## src/common/rv32i_types.sv

```systemverilog
package rv32i_types;

    localparam int NUM_WAYS  = 4;
    localparam int WAY_BITS  = $clog2(NUM_WAYS);
    localparam int NUM_SETS  = 16;
    localparam int SET_BITS  = $clog2(NUM_SETS);
    localparam int LINE_BITS = 256;
    localparam int OFF_BITS  = $clog2(LINE_BITS / 8);
    localparam int TAG_BITS  = 32 - SET_BITS - OFF_BITS;   // Address bits 31 to 9

    // Request held between the two pipeline stages
    typedef struct packed {
        logic [31:0]         addr;
        logic [TAG_BITS-1:0] tag;
        logic [SET_BITS-1:0] set_no;
        logic [OFF_BITS-1:0] offset;
        logic [3:0]          rmask;
        logic [3:0]          wmask;
        logic [31:0]         wdata;
    } stage_reg_t;

    typedef enum logic [1:0] {
        S_COMPARE,
        S_WRITEBACK,
        S_ALLOCATE,
        S_REFILL      // Filled line is re-read
    } cache_state_t;

    // Tree PLRU decode: bit0 picks the half, bit1 ways 0/1, bit2 ways 2/3
    function automatic logic [WAY_BITS-1:0] plru_victim(input logic [2:0] lru);
        if (lru[0]) begin
            return lru[1] ? WAY_BITS'(0) : WAY_BITS'(1);
        end
        return lru[2] ? WAY_BITS'(2) : WAY_BITS'(3);
    endfunction

endpackage : rv32i_types

```

## src/dcache/plru_tree.sv

```systemverilog
`timescale 1ns/1ps

module plru_tree
import rv32i_types::*;
(
    input   logic                   clk,
    input   logic                   rst,
    input   logic   [SET_BITS-1:0]  rd_set,
    input   logic                   update,
    input   logic   [SET_BITS-1:0]  upd_set,
    input   logic   [WAY_BITS-1:0]  upd_way,
    output  logic   [2:0]           lru_read
);

    // bit0 set: victim in ways 0/1, bit1 set: way 0, bit2 set: way 2
    logic   [2:0]   lru_mem [NUM_SETS];

    always_ff @(posedge clk) begin
        if (rst) begin
            for (int s = 0; s < NUM_SETS; s++) begin
                lru_mem[s] <= '0;
            end
        end else if (update) begin
            lru_mem[upd_set][0] <= upd_way[1];   // Point at the other half
            if (upd_way[1]) begin
                lru_mem[upd_set][2] <= upd_way[0];
            end else begin
                lru_mem[upd_set][1] <= upd_way[0];
            end
        end
    end

    assign lru_read = lru_mem[rd_set];

endmodule : plru_tree

```

## config.mk

```make
export PLATFORM = sky130hd
export DESIGN_NAME = plru_tree
export DESIGN_NICKNAME = d
export VERILOG_FILES = /design/src/common/rv32i_types.sv /design/src/dcache/plru_tree.sv
export SDC_FILE = /design/constraint.sdc
export NUM_CORES = 1
export LEC_CHECK = 0
export BUFFER_PORTS_ARGS = -buffer_cell sky130_fd_sc_hd__buf_2
export CAP_MARGIN = 20
export CORE_MARGIN = 4
export CORE_UTILIZATION = 40
export DETAILED_ROUTE_END_ITERATION = 6
export GPL_TIMING_DRIVEN = 0
export PLACE_DENSITY_LB_ADDON = 0.25
export SETUP_SLACK_MARGIN = 0.02
export SLEW_MARGIN = 20
export SYNTH_ARGS = -nofsm -noshare
export SYNTH_HDL_FRONTEND = slang
export SYNTH_SLANG_ARGS = --single-unit
export TNS_END_PERCENT = 10
```

## constraint.sdc

```tcl
create_clock -name clk -period 2.6 [get_ports clk]
set_clock_uncertainty 0.15 [all_clocks]
set_input_delay 0.13 -clock clk [delete_from_list [all_inputs] [get_ports clk]]
set_output_delay 0.13 -clock clk [all_outputs]
set_load 0.01 [all_outputs]
```

==> flow_summary.ini <==
[placement]
dpl.cell_count = 304
place.gp.congestion = 0.797
dp_slack_ns = 0.720
io_buffers = 14
dp_hpwl_um = 3900

[synthesis]
synth_mux_area_share_pct = 11.7
yosysWarningCount = 0
synth-main-ff-cell = edfxtp_1
synth_fp_nets = 228
synth_edf_count = 48
ys_seq_elements = 48
synth_top_area_cell = edfxtp_1
ys_top_cells_by_count = nor2_1 (50), edfxtp_1 (48), o21bai_1 (26)
synth_xor_area_share_pct = 0
syn_area_per_cell_um2 = 12.0
synth_area_um2 = 2570
synth_top_area_share_pct = 56.0
synth-simple-area-share_pct = 19.3
synth_area_leaders = edfxtp_1 (56%), mux4_1 (8.2%), o21bai_1 (7.6%), nor2_1 (7.3%), nand2b_1 (3.9%)
ys_async_sr_fraction_pct = 0
synth_compound_area_share_pct = 10.4
synthAdderAreaFrac_pct = 0
synth_top_family_by_area = simple AND/OR/NAND/NOR gates
synth_most_common_cell = nor2_1
synth-seq-area-share_pct = 56.0
synthCells = 215
ys_types = 22

[layout]
drive_gt1_share_pct = 12.4
nets = 249
finalNonFillerCells = 309
syn_to_final_growth_pct = 9.04
largestRegisters = lru_mem (48)
diodes = 0
largest_reg_flops = 48
top_register = lru_mem

[drt]
num_vias = 1690
routedWlPerCell_um = 17.4
firstDrtPassIters = 4
wl_um = 5390
remaining_drc_errors = 0
drtIter0Drc = 149
avgViaCountPerCell = 5.47
drtAntennaViolNets = 0

[clock_network]
clk_pin_slew_worst_paths_ns = 0.08
cts_tree = done
cts_buffer_depth = 2
clock_sinks = 48
cts_buffers = 5
ctsHoldBuffers = 0
cts-root-buf = clkbuf_8
postCtsSetupBuffers = 0
cts.htree.levels = 2
cts-resized-gates = 0

[setup_path]
startpoint_type = flop
worstPathArrival_ns = 1.69
cp_max_fo = 1
path_class = flop to output pin
end_kind = output pin
worstPathRequired_ns = 2.32

[grt]
grt_start_max_net_pins = 13
grt_pass1_vias = 1622
grt_usage_pct = 14.9
antenna_found_initial = 0
grt_pass1_wl_um = 8580
overflow = 0

[power_and_ir_drop]
vdd_ir_drop_max_mv = 0.253
total_switching_power_mw = 0.341
p_per_area_nw_per_um2 = 529
internal_power_mw = 1.14
p_leak_nw = 0.978
pwr-share-seq_pct = 60.7
switching_share_pct = 23.0
p_comb_share_pct = 12.1
clkPwrFrac_pct = 27.1

[die]
core_um2 = 6100
die_area_um2 = 7780
rows = 28
boundaryPins = 16
die_y_um = 88.2
die_w_um = 88.2
start_util_pct = 42.2

[sta]
maxSlewHeadroom_pct = 58.6
fmax_mhz = 508
fin_crit_sh_pct = 75.8
rsz0062_at_grt = false
setup_viol = 0
period_needed_ns = 1.97
tightestPinTransition_ns = 0.622
slew_viol_final = 0
fin_ws_ns = 0.630
whs_ns = 0.126
finalHoldViolCount = 0
fin_setup_tns_ns = 0

[hold_path]
hold_path.class = input pin to flop

[flow_run]
drv_cap = 0

[run_status]
status = finished clean
==> worst max-delay path, cell delays in order, from the launching register on <==
cell and delay, ns:
edfxtp_1 0.37, mux4_1 0.56, a22oi_1 0.23, nand3_1 0.09
buf_2 0.14
==> through the flow <==
step,instance area [um2],power [mW],util (%)
3_3_place_gp,2740,1.10,44.9
5_1_grt,2810,1.54,46.0
3_5_place_dp,2740,1.10,44.9
2_1_floorplan,2570,1.04,-
6_report,2810,1.48,46.0
4_1_cts,2810,1.49,46.0
==> routing by layer <==
metal  share of wire (%)  track usage [%]
met4                 2.5             6.18
met1                  47             20.2
met2                  46             23.8
met5                   0                0
met3                 4.8             2.70
==> kinds of logic after synthesis <==
kind of cell           Yosys count
buffers and inverters           16
multiplexers                    12
AO/OA/AOI/OAI                   35
AND/OR/NAND/NOR                104
flip-flops                      48
==> cell type report <==
| cell class | count | area [um2] |
|---|---|---|
| Inverter | 1 | 3.75 |
| Clock buffer | 5 | 68.8 |
| Buffer | 15 | 65.1 |
| Tap cell | 75 | 93.8 |
| Sequential cell | 48 | 1440 |
| Timing Repair Buffer | 14 | 70.1 |
| Fill cell | 578 | 3290 |
| Multi-Input combinational cell | 151 | 1060 |
==> power by group through the flow <==
stage | combinational (mW) | clock, mW | sequential (mW)
after floorplan | 0.122 | 0 | 0.913
after global placement | 0.180 | 0 | 0.918
after detailed placement | 0.182 | 0 | 0.919
after CTS | 0.182 | 0.406 | 0.902
after global routing | 0.197 | 0.439 | 0.906
final | 0.180 | 0.403 | 0.901
==> worst paths after layout <==
check	from	to	slack, ns	depth (start not counted)
hold / removal	upd_way[1]	lru_mem[13][2]$_SDFFCE_PN0P_	0.13	2
setup / recovery	lru_mem[1][2]$_SDFFCE_PN0P_	lru_read[2]	0.63	4
==> placed cells by master (no fill, tap or decap), drive strengths merged <==
| master | synthesis | layout |
|---|---|---|
| and3 | 1 | 1 |
| a22oi | 3 | 3 |
| nand3 | 10 | 10 |
| inv | 1 | 1 |
| clkbuf | 10 | 15 |
| and4b | 1 | 1 |
| nand2b | 16 | 16 |
| nor2 | 50 | 50 |
| edfxtp | 48 | 48 |
| nand2 | 17 | 17 |
| and4bb | 2 | 2 |
| nor4b | 1 | 1 |
| mux4 | 12 | 12 |
| buf | 5 | 19 |
| nor2b | 4 | 4 |
| and2 | 2 | 2 |
| a21o | 6 | 6 |
| o21bai | 26 | 26 |
Power figures use the tool's default switching activity.
