`config.mk`:
```
export PLATFORM = sky130hd
export DESIGN_NAME = dcache_stage1
export DESIGN_NICKNAME = d
export VERILOG_FILES = /design/src/common/rv32i_types.sv /design/src/dcache/dcache_stage1.sv
export SDC_FILE = /design/constraint.sdc
export NUM_CORES = 1
export LEC_CHECK = 0
export BUFFER_PORTS_ARGS = -buffer_cell sky130_fd_sc_hd__buf_2
export CORE_AREA = 2 2 669 671
export DETAILED_ROUTE_END_ITERATION = 8
export DIE_AREA = 0 0 671 673
export PLACE_DENSITY = 0.3
export SYNTH_ARGS = -nofsm -noshare
export SYNTH_HDL_FRONTEND = slang
export SYNTH_SLANG_ARGS = --single-unit
```
`constraint.sdc`:
```
create_clock -name vclk -period 5.35
set_clock_uncertainty 0.1 [all_clocks]
set_input_delay 1.07 -clock vclk [all_inputs]
set_output_delay 1.07 -clock vclk [all_outputs]
set_load 0.005 [all_outputs]
```
`src/common/rv32i_types.sv`:
```
package rv32i_types;

    localparam int NUM_WAYS  = 4;
    localparam int WAY_BITS  = $clog2(NUM_WAYS);
    localparam int NUM_SETS  = 16;
    localparam int SET_BITS  = $clog2(NUM_SETS);
    localparam int LINE_BITS = 256;
    localparam int OFF_BITS  = $clog2(LINE_BITS / 8);
    localparam int TAG_BITS  = 32 - SET_BITS - OFF_BITS;   // Address bits 31 to 9

    // Request held between the two pipeline stages
    typedef struct packed {
        logic [31:0]         addr;
        logic [TAG_BITS-1:0] tag;
        logic [SET_BITS-1:0] set_no;
        logic [OFF_BITS-1:0] offset;
        logic [3:0]          rmask;
        logic [3:0]          wmask;
        logic [31:0]         wdata;
    } stage_reg_t;

    typedef enum logic [1:0] {
        S_COMPARE,
        S_WRITEBACK,
        S_ALLOCATE,
        S_REFILL      // Filled line is re-read
    } cache_state_t;

    // Tree PLRU decode: bit0 picks the half, bit1 ways 0/1, bit2 ways 2/3
    function automatic logic [WAY_BITS-1:0] plru_victim(input logic [2:0] lru);
        if (lru[0]) begin
            return lru[1] ? WAY_BITS'(0) : WAY_BITS'(1);
        end
        return lru[2] ? WAY_BITS'(2) : WAY_BITS'(3);
    endfunction

endpackage : rv32i_types

```
`src/dcache/dcache_stage1.sv`:
```
`timescale 1ns/1ps

module dcache_stage1
import rv32i_types::*;
(
    input   logic                       rst,
    input   logic   [31:0]              ufp_addr,
    input   logic   [3:0]               ufp_rmask,
    input   logic   [3:0]               ufp_wmask,
    input   logic   [31:0]              ufp_wdata,

    input   logic                       dfp_write,
    input   logic   [LINE_BITS-1:0]     dfp_rdata,
    input   logic                       dfp_resp,

    input   logic                       read_halt,
    input   logic   [2:0]               lru_read,
    output  logic                       web [NUM_WAYS],
    output  logic   [LINE_BITS-1:0]     data_in [NUM_WAYS],
    output  logic   [TAG_BITS:0]        tag_in [NUM_WAYS],
    output  logic                       valid_in [NUM_WAYS],

    input   stage_reg_t                 stage_reg,
    output  stage_reg_t                 stage_reg_next,

    input   logic   [WAY_BITS-1:0]      write_way,
    output  logic                       write_done,
    input   logic                       write_done_reg,
    input   logic                       write_halt,
    output  logic   [LINE_BITS/8-1:0]   data_array_wmask,
    input   logic                       dirty_halt,
    output  logic                       dfp_switch,
    input   logic                       dfp_write_read
);

    logic   [WAY_BITS-1:0]  victim_way;
    logic   [OFF_BITS-3:0]  word;
    logic   [NUM_WAYS-1:0]  web_low;
    logic                   read_answered;

    assign victim_way    = plru_victim(lru_read);
    assign word          = stage_reg.offset[OFF_BITS-1:2];
    assign read_answered = (stage_reg.rmask != '0) && (stage_reg.wmask == '0);

    // Write-back data accepted, memory now turns to the line fetch
    assign dfp_switch = dfp_resp && dfp_write && dfp_write_read;

    // Array write ports
    always_comb begin
        write_done       = 1'b0;
        data_array_wmask = '1;

        for (int i = 0; i < NUM_WAYS; i++) begin
            web[i]      = 1'b1;
            data_in[i]  = '0;
            tag_in[i]   = '0;
            valid_in[i] = 1'b0;
        end

        if (write_halt) begin
            web[write_way]                    = 1'b0;
            data_in[write_way][32*word +: 32] = stage_reg.wdata;
            tag_in[write_way]                 = {1'b1, stage_reg.tag};   // Line becomes dirty
            valid_in[write_way]               = 1'b1;
            data_array_wmask                  = '0;
            data_array_wmask[4*word +: 4]     = stage_reg.wmask;
            write_done                        = 1'b1;
        end else if (read_halt && dfp_resp && !dirty_halt) begin
            web[victim_way]      = 1'b0;
            data_in[victim_way]  = dfp_rdata;
            tag_in[victim_way]   = {1'b0, stage_reg.tag};   // Clean fill
            valid_in[victim_way] = 1'b1;
        end
    end

    // Request capture
    always_comb begin
        stage_reg_next = stage_reg;

        if (!read_halt) begin
            if (write_halt || write_done_reg || read_answered) begin
                stage_reg_next.rmask = '0;   // Bubble, requester still shows the old request
                stage_reg_next.wmask = '0;
            end else if (stage_reg.wmask == '0) begin
                stage_reg_next.addr   = ufp_addr;
                stage_reg_next.tag    = ufp_addr[31 -: TAG_BITS];
                stage_reg_next.set_no = ufp_addr[OFF_BITS +: SET_BITS];
                stage_reg_next.offset = ufp_addr[OFF_BITS-1:0];
                stage_reg_next.rmask  = ufp_rmask;
                stage_reg_next.wmask  = ufp_wmask;
                stage_reg_next.wdata  = ufp_wdata;
            end
            // A store hit stays in place for its array write
        end
    end

    always_comb begin
        for (int i = 0; i < NUM_WAYS; i++) begin
            web_low[i] = !web[i];
        end
    end

    // Store merge and line fill must never land in two ways at once
    always_comb begin
        if (!rst) begin
            assert ($onehot0(web_low))
                else $error("more than one way write enable active");
        end
    end

endmodule : dcache_stage1

```
==> metrics.cfg <==
[run_status]
outcome = complete, no violations

[pwr]
p_sw_share_pct = 74.87
powerDensity_nw_per_um2 = 52.48
vdd_ir_drop_max_mv = 0.05276
leakagePower_nw = 12.43
seqPwrFrac_pct = 0
power_frac_comb_pct = 100.0
switchingPower_mw = 1.289
pwr-share-clk_pct = 0
power.internal_mw = 0.4325

[placement]
globalplace.congestion = 0.8698
place_hpwl_um = 332800
placed_cells = 9339
io_buffer_count = 1710
place_ws_ns = 0.05251

[floorplan]
die_w_um = 671
initial_core_util_pct = 2.997
coreArea_um2 = 444200
dieArea_um2 = 451600
core.rowCount = 245
die_h_um = 673
ios = 1711

[drt]
drt-total-wl_um = 376500
vias_per_cell = 2.968
drtPass1Iterations = 6
ant_nets = 0
wl_per_cell_um = 39.82
num_vias = 28070
drt_iter0_markers = 2980
route.detailed.drc = 0

[run]
cap_violations = 0

[hold_path]
holdPathStages = 3
hold_class = in2out

[timing]
rsz0062_at_grt = false
tightest_slew_ns = 1.044
holdWs_ns = 2.326
fin_crit_sh_pct = 98.12
finalHoldViolations = 0
final.setup.worst_slack_ns = 0.1007
worst_slew_margin_rel_pct = 30.41
fmax_ghz = 0.1905
finalMaxSlewViolations = 0
layout_min_cycle_time_ns = 5.249
tns_ns = 0
setup_viol = 0

[setup_path]
critPathRequiredTime_ns = 4.18
path_max_fanout = 17
crit_path_end_kind = output port
crit_type = in2out
start_kind = input pin
arrival_ns = 4.08

[final_layout]
layout.nets = 3861
clock_buffers = 0
seq_cell_count = 0
final_core_util_pct = 7.384
layout-drive-gt1-share_pct = 59.87
areaGrowthSynthToFinish_pct = 146.4
regArea_um2 = 0
instances_no_fill = 9456

[clocking]
postCtsSetupRepairBufs = 0
post_cts_resized = 0
ctsHoldBuffers = 0

[synth]
ys_warn_count = 0
synth.most_common_cell = o2bb2ai_1
synthTopCellsByArea = o2bb2ai_1 (61%), mux2_2 (6.6%), a22o_1 (6.2%)
ys_top_cells_by_count = o2bb2ai_1 (934), nand2_1 (141), clkbuf_1 (125)
avgSynthCellArea_um2 = 7.563
synth_top_area_share_pct = 61.45
synthesis.nets = 2208
syn_inst = 1760
yosysSeqAreaShare_pct = 0
syn-cell-area_um2 = 13310
post-synth-top-area-cell = o2bb2ai_1
synthDistinctLibCells = 45

[global_routing]
antenna_found_initial = 261
grtUsageTotal_pct = 15.83
grt_pass1_vias = 25536
overflow = 0
grt_pass1_wl_um = 437300
grt_max_degree = 75

cells by family (layout without fill, tap and decap cells):
family | after synthesis | after routing | synth area share (%)
AO/OA/AOI/OAI | 1070 | 1070 | 69.38
buffers and inverters | 285 | 1936 | 9.597
other | 0 | 117 | 0
multiplexers | 96 | 96 | 8.121
adder cells (fa/ha/maj) | 3 | 3 | 0.2820
AND/OR/NAND/NOR | 306 | 306 | 12.62
layer usage:
| metal | global-route usage (%) | up-vias | share of wire [%] |
|---|---|---|---|
| met5 | 0 | - | 0.11 |
| met4 | 3.186 | 56 | 3.0 |
| met3 | 5.982 | 521 | 10 |
| met2 | 28.22 | 2358 | 49 |
| met1 | 17.85 | 14273 | 37 |
| li1 | - | 10862 | - |
power by group through the flow:
stage               sequential [mW]  combinational [mW]    clock, mW
detailed placement                0                1.76            0
finish                            0                1.72  0.000000451
global route                      0                1.78  0.000000277
CTS                               0                1.77            0
floorplan                         0               0.350            0
global placement                  0                1.77            0
through the flow:
stage                     power [mW]  cell area [um^2]
after floorplan               0.3499             13310
after global placement         1.766             32500
after detailed placement       1.763             32500
after CTS                      1.767             32500
after global routing           1.782             32600
final                          1.721             32800
cell usage in the layout (no fill, tap or decap), types with 2 or more instances in the layout:
| cell | count |
|---|---|
| nand2_2 | 6 |
| nor4bb_1 | 2 |
| nand4_1 | 17 |
| nand4bb_4 | 3 |
| buf_4 | 175 |
| nor2_4 | 2 |
| diode_2 | 117 |
| buf_12 | 185 |
| nand3_1 | 3 |
| nor2b_1 | 70 |
| a31oi_4 | 3 |
| a22o_1 | 94 |
| o2bb2ai_1 | 934 |
| ha_1 | 3 |
| inv_2 | 2 |
| nor2_2 | 4 |
| and3_1 | 3 |
| and3b_2 | 2 |
| nor3_4 | 2 |
| nand3_2 | 4 |
| nand2_1 | 140 |
| inv_1 | 14 |
| a21oi_1 | 4 |
| nor4_4 | 2 |
| o21ai_0 | 33 |
| nor2_1 | 2 |
| mux2_2 | 78 |
| mux2_1 | 18 |
| and2_1 | 25 |
| nor2b_2 | 2 |
| buf_2 | 1560 |
critical path, cell delays in order:
cell       delay, ns
buf_2           0.19
inv_1           0.07
ha_1            0.59
and3_1          0.24
buf_4           0.40
nand2_1         0.75
o2bb2ai_1       0.53
buf_12          0.15
path summary, 6_finish.rpt:
path | start | to | slack [ns]
worst max-delay path | stage_reg[43] | data_in[935] | 0.10
worst min-delay path | stage_reg[89] | stage_reg_next[89] | 2.33
final cells by class:
class                      count  area (um^2)
tap                         5928         7417
inverter                      16        60.06
fill                       52716       411400
antenna                      117        292.8
multi-input combinational   1475        12200
timing repair buffer        1920        12820
(Power assumes the default switching activity.)
