File: src/common/rv32i_types.sv
package rv32i_types;

    localparam int NUM_WAYS  = 4;
    localparam int WAY_BITS  = $clog2(NUM_WAYS);
    localparam int NUM_SETS  = 16;
    localparam int SET_BITS  = $clog2(NUM_SETS);
    localparam int LINE_BITS = 256;
    localparam int OFF_BITS  = $clog2(LINE_BITS / 8);
    localparam int TAG_BITS  = 32 - SET_BITS - OFF_BITS;   // Address bits 31 to 9

    // Request held between the two pipeline stages
    typedef struct packed {
        logic [31:0]         addr;
        logic [TAG_BITS-1:0] tag;
        logic [SET_BITS-1:0] set_no;
        logic [OFF_BITS-1:0] offset;
        logic [3:0]          rmask;
        logic [3:0]          wmask;
        logic [31:0]         wdata;
    } stage_reg_t;

    typedef enum logic [1:0] {
        S_COMPARE,
        S_WRITEBACK,
        S_ALLOCATE,
        S_REFILL      // Filled line is re-read
    } cache_state_t;

    // Tree PLRU decode: bit0 picks the half, bit1 ways 0/1, bit2 ways 2/3
    function automatic logic [WAY_BITS-1:0] plru_victim(input logic [2:0] lru);
        if (lru[0]) begin
            return lru[1] ? WAY_BITS'(0) : WAY_BITS'(1);
        end
        return lru[2] ? WAY_BITS'(2) : WAY_BITS'(3);
    endfunction

endpackage : rv32i_types

File: src/dcache/cache_way.sv
`timescale 1ns/1ps

module cache_way
import rv32i_types::*;
(
    input   logic                       clk,
    input   logic                       rst,
    input   logic   [SET_BITS-1:0]      rd_set,
    input   logic   [SET_BITS-1:0]      wr_set,
    input   logic                       web,
    input   logic   [LINE_BITS/8-1:0]   wmask,
    input   logic   [LINE_BITS-1:0]     data_in,
    input   logic   [TAG_BITS:0]        tag_in,
    input   logic                       valid_in,
    output  logic   [LINE_BITS-1:0]     data_out,
    output  logic   [TAG_BITS:0]        tag_out,
    output  logic                       valid_out
);

    logic   [LINE_BITS-1:0] data_mem [NUM_SETS];
    logic   [TAG_BITS:0]    tag_mem [NUM_SETS];   // Dirty bit on top
    logic   [NUM_SETS-1:0]  valid_mem;

    always_ff @(posedge clk) begin
        if (!web) begin
            for (int b = 0; b < LINE_BITS/8; b++) begin
                if (wmask[b]) begin
                    data_mem[wr_set][8*b +: 8] <= data_in[8*b +: 8];
                end
            end
            tag_mem[wr_set] <= tag_in;
        end
        data_out <= data_mem[rd_set];   // Old contents on a same-set write
        tag_out  <= tag_mem[rd_set];
    end

    always_ff @(posedge clk) begin
        if (rst) begin
            valid_mem <= '0;
            valid_out <= 1'b0;
        end else begin
            if (!web) begin
                valid_mem[wr_set] <= valid_in;
            end
            valid_out <= valid_mem[rd_set];
        end
    end

endmodule : cache_way

File: config.mk
export PLATFORM = sky130hd
export DESIGN_NAME = cache_way
export DESIGN_NICKNAME = d
export VERILOG_FILES = /design/src/common/rv32i_types.sv /design/src/dcache/cache_way.sv
export SDC_FILE = /design/constraint.sdc
export NUM_CORES = 2
export LEC_CHECK = 0
export BUFFER_PORTS_ARGS = -buffer_cell sky130_fd_sc_hd__buf_2
export CORE_ASPECT_RATIO = 1.5
export CORE_MARGIN = 10
export CORE_UTILIZATION = 55
export CTS_CLUSTER_SIZE = 12
export DETAILED_ROUTE_END_ITERATION = 8
export PLACE_DENSITY = 0.79
export SLEW_MARGIN = 20
export SYNTH_ARGS = -nofsm -noshare
export SYNTH_HDL_FRONTEND = slang
export SYNTH_MEMORY_MAX_BITS = 65536
export SYNTH_SLANG_ARGS = --single-unit
File: constraint.sdc
create_clock -name clk -period 2.7 [get_ports clk]
set_input_delay 0.135 -clock clk [delete_from_list [all_inputs] [get_ports clk]]
set_output_delay 0.135 -clock clk [all_outputs]
set_load 0.01 [all_outputs]
==> flow_metrics.tcl <==
set metrics [dict create \
    outcome "complete, no violations" \
    worstSetupEndpointType "flop" \
    final_nets 9348 \
    irDropWorstVdd_mv 0.656 \
    max_cap_violations 0 \
    placedInstanceArea_mm2 0.187 \
    row_count 255 \
    synth_sequential_area_ratio 0.794 \
    ys_async_sr_fraction 0 \
    cp_data_arrival_time_ps 3230 \
    unrepaired_setup_endpoints_after_global_routing "no" \
    finalCritPeriodShare 0.986 \
    combinationalPowerShare 0.057 \
    num_io_pins 605 \
    crit_path_max_incr_delay_ps 700 \
    avgRoutedWirePerCell_um 34.9 \
    summed_negative_setup_slack_over_all_endpoints_ps 0 \
    grt_overflow_total 0 \
    die_area_mm2 0.345 \
    die_width_um 483 \
    slew_viol_final 0 \
    globalplace.congestion 0.850 \
    post-route-drc-count 0 \
    cp_common_cell "sky130_fd_sc_hd__dlygate4sd3_1" \
    first_global_vias 92609 \
    critPathMaxFanout 8 \
    vertical_die_dimension_um 715 \
    detailedPlacementHpwl_mm 296 \
    grt_antenna_before_repair 113 \
    multi_input_area_mm2 0.0344 \
    core-area_mm2 0.321 \
    ys_ff_latch 4777 \
    crit_chain "dlygate4sd3_1 > buf_2 > or3_2 > nor3_4 > dlygate4sd3_1 > buf_12 > buf_4 > and2_1" \
    start_util 0.551 \
    post_synth.cell_area_avg_um2 22.7 \
    tritoncts_clock_tree "built" \
    post_synth_top_area_share 0.761 \
    cellInternalPower_uw 117000 \
    clkPwrFrac 0.388 \
    synth_enable_flop_cells 4480 \
    clkTransAtPathRegs_ps 60 \
    worst_max_slew_margin_expressed_relative_to_the_limit 0.366 \
    fin_worst_hold_slack_ps 81.4 \
    synth_fp_nets 8126 \
    p_switching_uw 32300 \
    layout_min_cycle_time_ps 2660 \
    drt-initial-drc-count 11976 \
    vias 88769 \
    ctsLongestPathBuffers 4 \
    detail-route-antenna-nets 0 \
    htree_num_levels 5 \
    gr-usage-all-layers 0.273 \
    yosys_warnings 0 \
    root_buffer "sky130_fd_sc_hd__clkbuf_16" \
    netlist_instances 7802 \
    port_buffers 604 \
    ys.flop_type "sky130_fd_sc_hd__edfxtp_1" \
    power_density_mw_per_mm2 735 \
    leakage_power_uw 0.0659 \
    cts_made_buffers 448 \
    post_route_cells_drive_above_1_share 0.272 \
    synth_top_cells_by_area "sky130_fd_sc_hd__edfxtp_1, sky130_fd_sc_hd__mux4_2, sky130_fd_sc_hd__dfxtp_1" \
    post-synth-top-count-cell "sky130_fd_sc_hd__edfxtp_1" \
    clk-insertion-delay-late_ps 1010 \
    synthToLayoutAreaGrowth_pct 15.0 \
    power.sequential.fraction 0.554 \
    finalInstanceArea_mm2 0.203 \
    placedCellCount 12487 \
    area_taken_by_flip_flops_and_latches_mm2 0.140 \
    worst_hold_path_type "in2reg" \
    final_cell_count_no_fill 13676 \
    finalHoldViolCount 0 \
    firstDrtPassIters 6 \
    ys_types 32 \
    cp_data_required_time_ps 3270 \
    final_report_setup_violation_count 0 \
    post-place-ws_ps 99.7 \
    number_of_filler_instances_in_the_final_layout 20255 \
    routed_via_density 6.49 \
    grt_first_pass_wirelength_mm 682 \
    mappedNetlistArea_mm2 0.177 \
    finClkSkew_ps 105 \
    synth_largest_area_cell "sky130_fd_sc_hd__edfxtp_1" \
    switching_share_of_total_power 0.216 \
    worst-setup-path-type "in2reg" \
    final_worst_setup_slack_ps 38.8 \
    drt-total-wl_mm 477 \
    critical-path-slowest-cell "sky130_fd_sc_hd__or3_2" \
    max_clock_freq_mhz 376 \
    tightestPinTransition_ps 949 \
    grt_max_degree 113 \
    ys_top_cells_by_count "sky130_fd_sc_hd__edfxtp_1, sky130_fd_sc_hd__mux4_2, sky130_fd_sc_hd__and2_1, sky130_fd_sc_hd__a22oi_1, sky130_fd_sc_hd__dfxtp_1" \
    cts_num_sinks 4777 \
    worst_setup_path_start_kind "input pin" \
]
[cell type report]
class / instances / share of cell area
Antenna cell: 72 / 0.000885
Clock buffer: 757 / 0.0615
Clock inverter: 33 / 0.00258
Multi-Input combinational cell: 2565 / 0.169
Sequential cell: 4777 / 0.690
Tap cell: 4240 / 0.0261
Timing Repair Buffer: 1232 / 0.0494
[critical path: cells and delay by family]
family	cells	cell delay, ps
buffers and inverters	5	1700
and+or+nand+nor	3	1350
[state kept, by name, summed over array words and instances, names as in the netlist]
signal and cells:
valid_mem 16, data_out 256, valid_out 1, tag_mem 384, data_mem 4096, tag_out 24
[power by group through the flow]
stage	sequential (uW)	combinational, uW	clock, uW
floorplan	84400	3720	0
global placement	84400	7740	0
detailed placement	84400	7950	0
CTS	82900	8550	58500
global route	82900	8950	61100
finish	82900	8550	58100
[repair_timing]
action,4_1_cts,5_1_grt
resized for setup,0,2
hold buffers,327,0
buffers inserted,0,0
hold endpoints to repair,8587,0
endpoints found under the setup margin,0,84
[final timing paths]
check                                                start                          to  slack, ps  depth (start not counted)
worst max register to register  valid_mem[12]$_SDFFE_PP0P_        valid_out$_SDFF_PP0_        280                          6
worst min register to register   valid_mem[9]$_SDFFE_PP0P_   valid_mem[9]$_SDFFE_PP0P_        490                          2
worst min-delay path                          data_in[229]  data_mem[9][229]$_DFFE_PP_         80                          2
worst max-delay path                             wr_set[3]  data_mem[0][199]$_DFFE_PP_         40                          8
[routing by layer]
metal,track usage,wire (um),share of wire
met5,0,228,0.00048
met4,0.143,28600,0.060
met3,0.0553,48900,0.10
met1,0.333,155000,0.33
met2,0.462,244000,0.51
[layout by cell type (no fill, tap or decap), types with 3 or more instances in the layout]
master / instances
sky130_fd_sc_hd__a21oi_1: 27
sky130_fd_sc_hd__a22oi_1: 458
sky130_fd_sc_hd__and2_1: 511
sky130_fd_sc_hd__buf_12: 118
sky130_fd_sc_hd__buf_2: 600
sky130_fd_sc_hd__buf_4: 185
sky130_fd_sc_hd__bufinv_16: 3
sky130_fd_sc_hd__clkbuf_1: 299
sky130_fd_sc_hd__clkbuf_16: 453
sky130_fd_sc_hd__clkbuf_8: 4
sky130_fd_sc_hd__clkinv_16: 7
sky130_fd_sc_hd__clkinv_2: 9
sky130_fd_sc_hd__clkinv_8: 4
sky130_fd_sc_hd__dfxtp_1: 297
sky130_fd_sc_hd__diode_2: 72
sky130_fd_sc_hd__dlygate4sd3_1: 327
sky130_fd_sc_hd__edfxtp_1: 4480
sky130_fd_sc_hd__inv_16: 3
sky130_fd_sc_hd__inv_6: 4
sky130_fd_sc_hd__mux2i_1: 26
sky130_fd_sc_hd__mux4_2: 1122
sky130_fd_sc_hd__nand2_1: 239
sky130_fd_sc_hd__nor2_1: 41
sky130_fd_sc_hd__nor2_4: 11
sky130_fd_sc_hd__nor2b_4: 7
sky130_fd_sc_hd__o21ai_0: 9
sky130_fd_sc_hd__o22ai_1: 85
[per-stage QoR]
stage,utilization,power [uW]
global route,0.634,153000
detailed placement,0.583,92400
global placement,0.583,92100
floorplan,-,88100
finish,0.634,150000
CTS,0.633,150000
[kinds of logic after synthesis]
kind of cell           after synthesis  synth area share
AOI/OAI and AO/OA                  580            0.0235
muxes                             1149             0.144
and+or+nand+nor                    836            0.0256
DFF                               4777             0.794
buffers and inverters              460            0.0123
No activity file was read; power rests on OpenSTA's default activity.
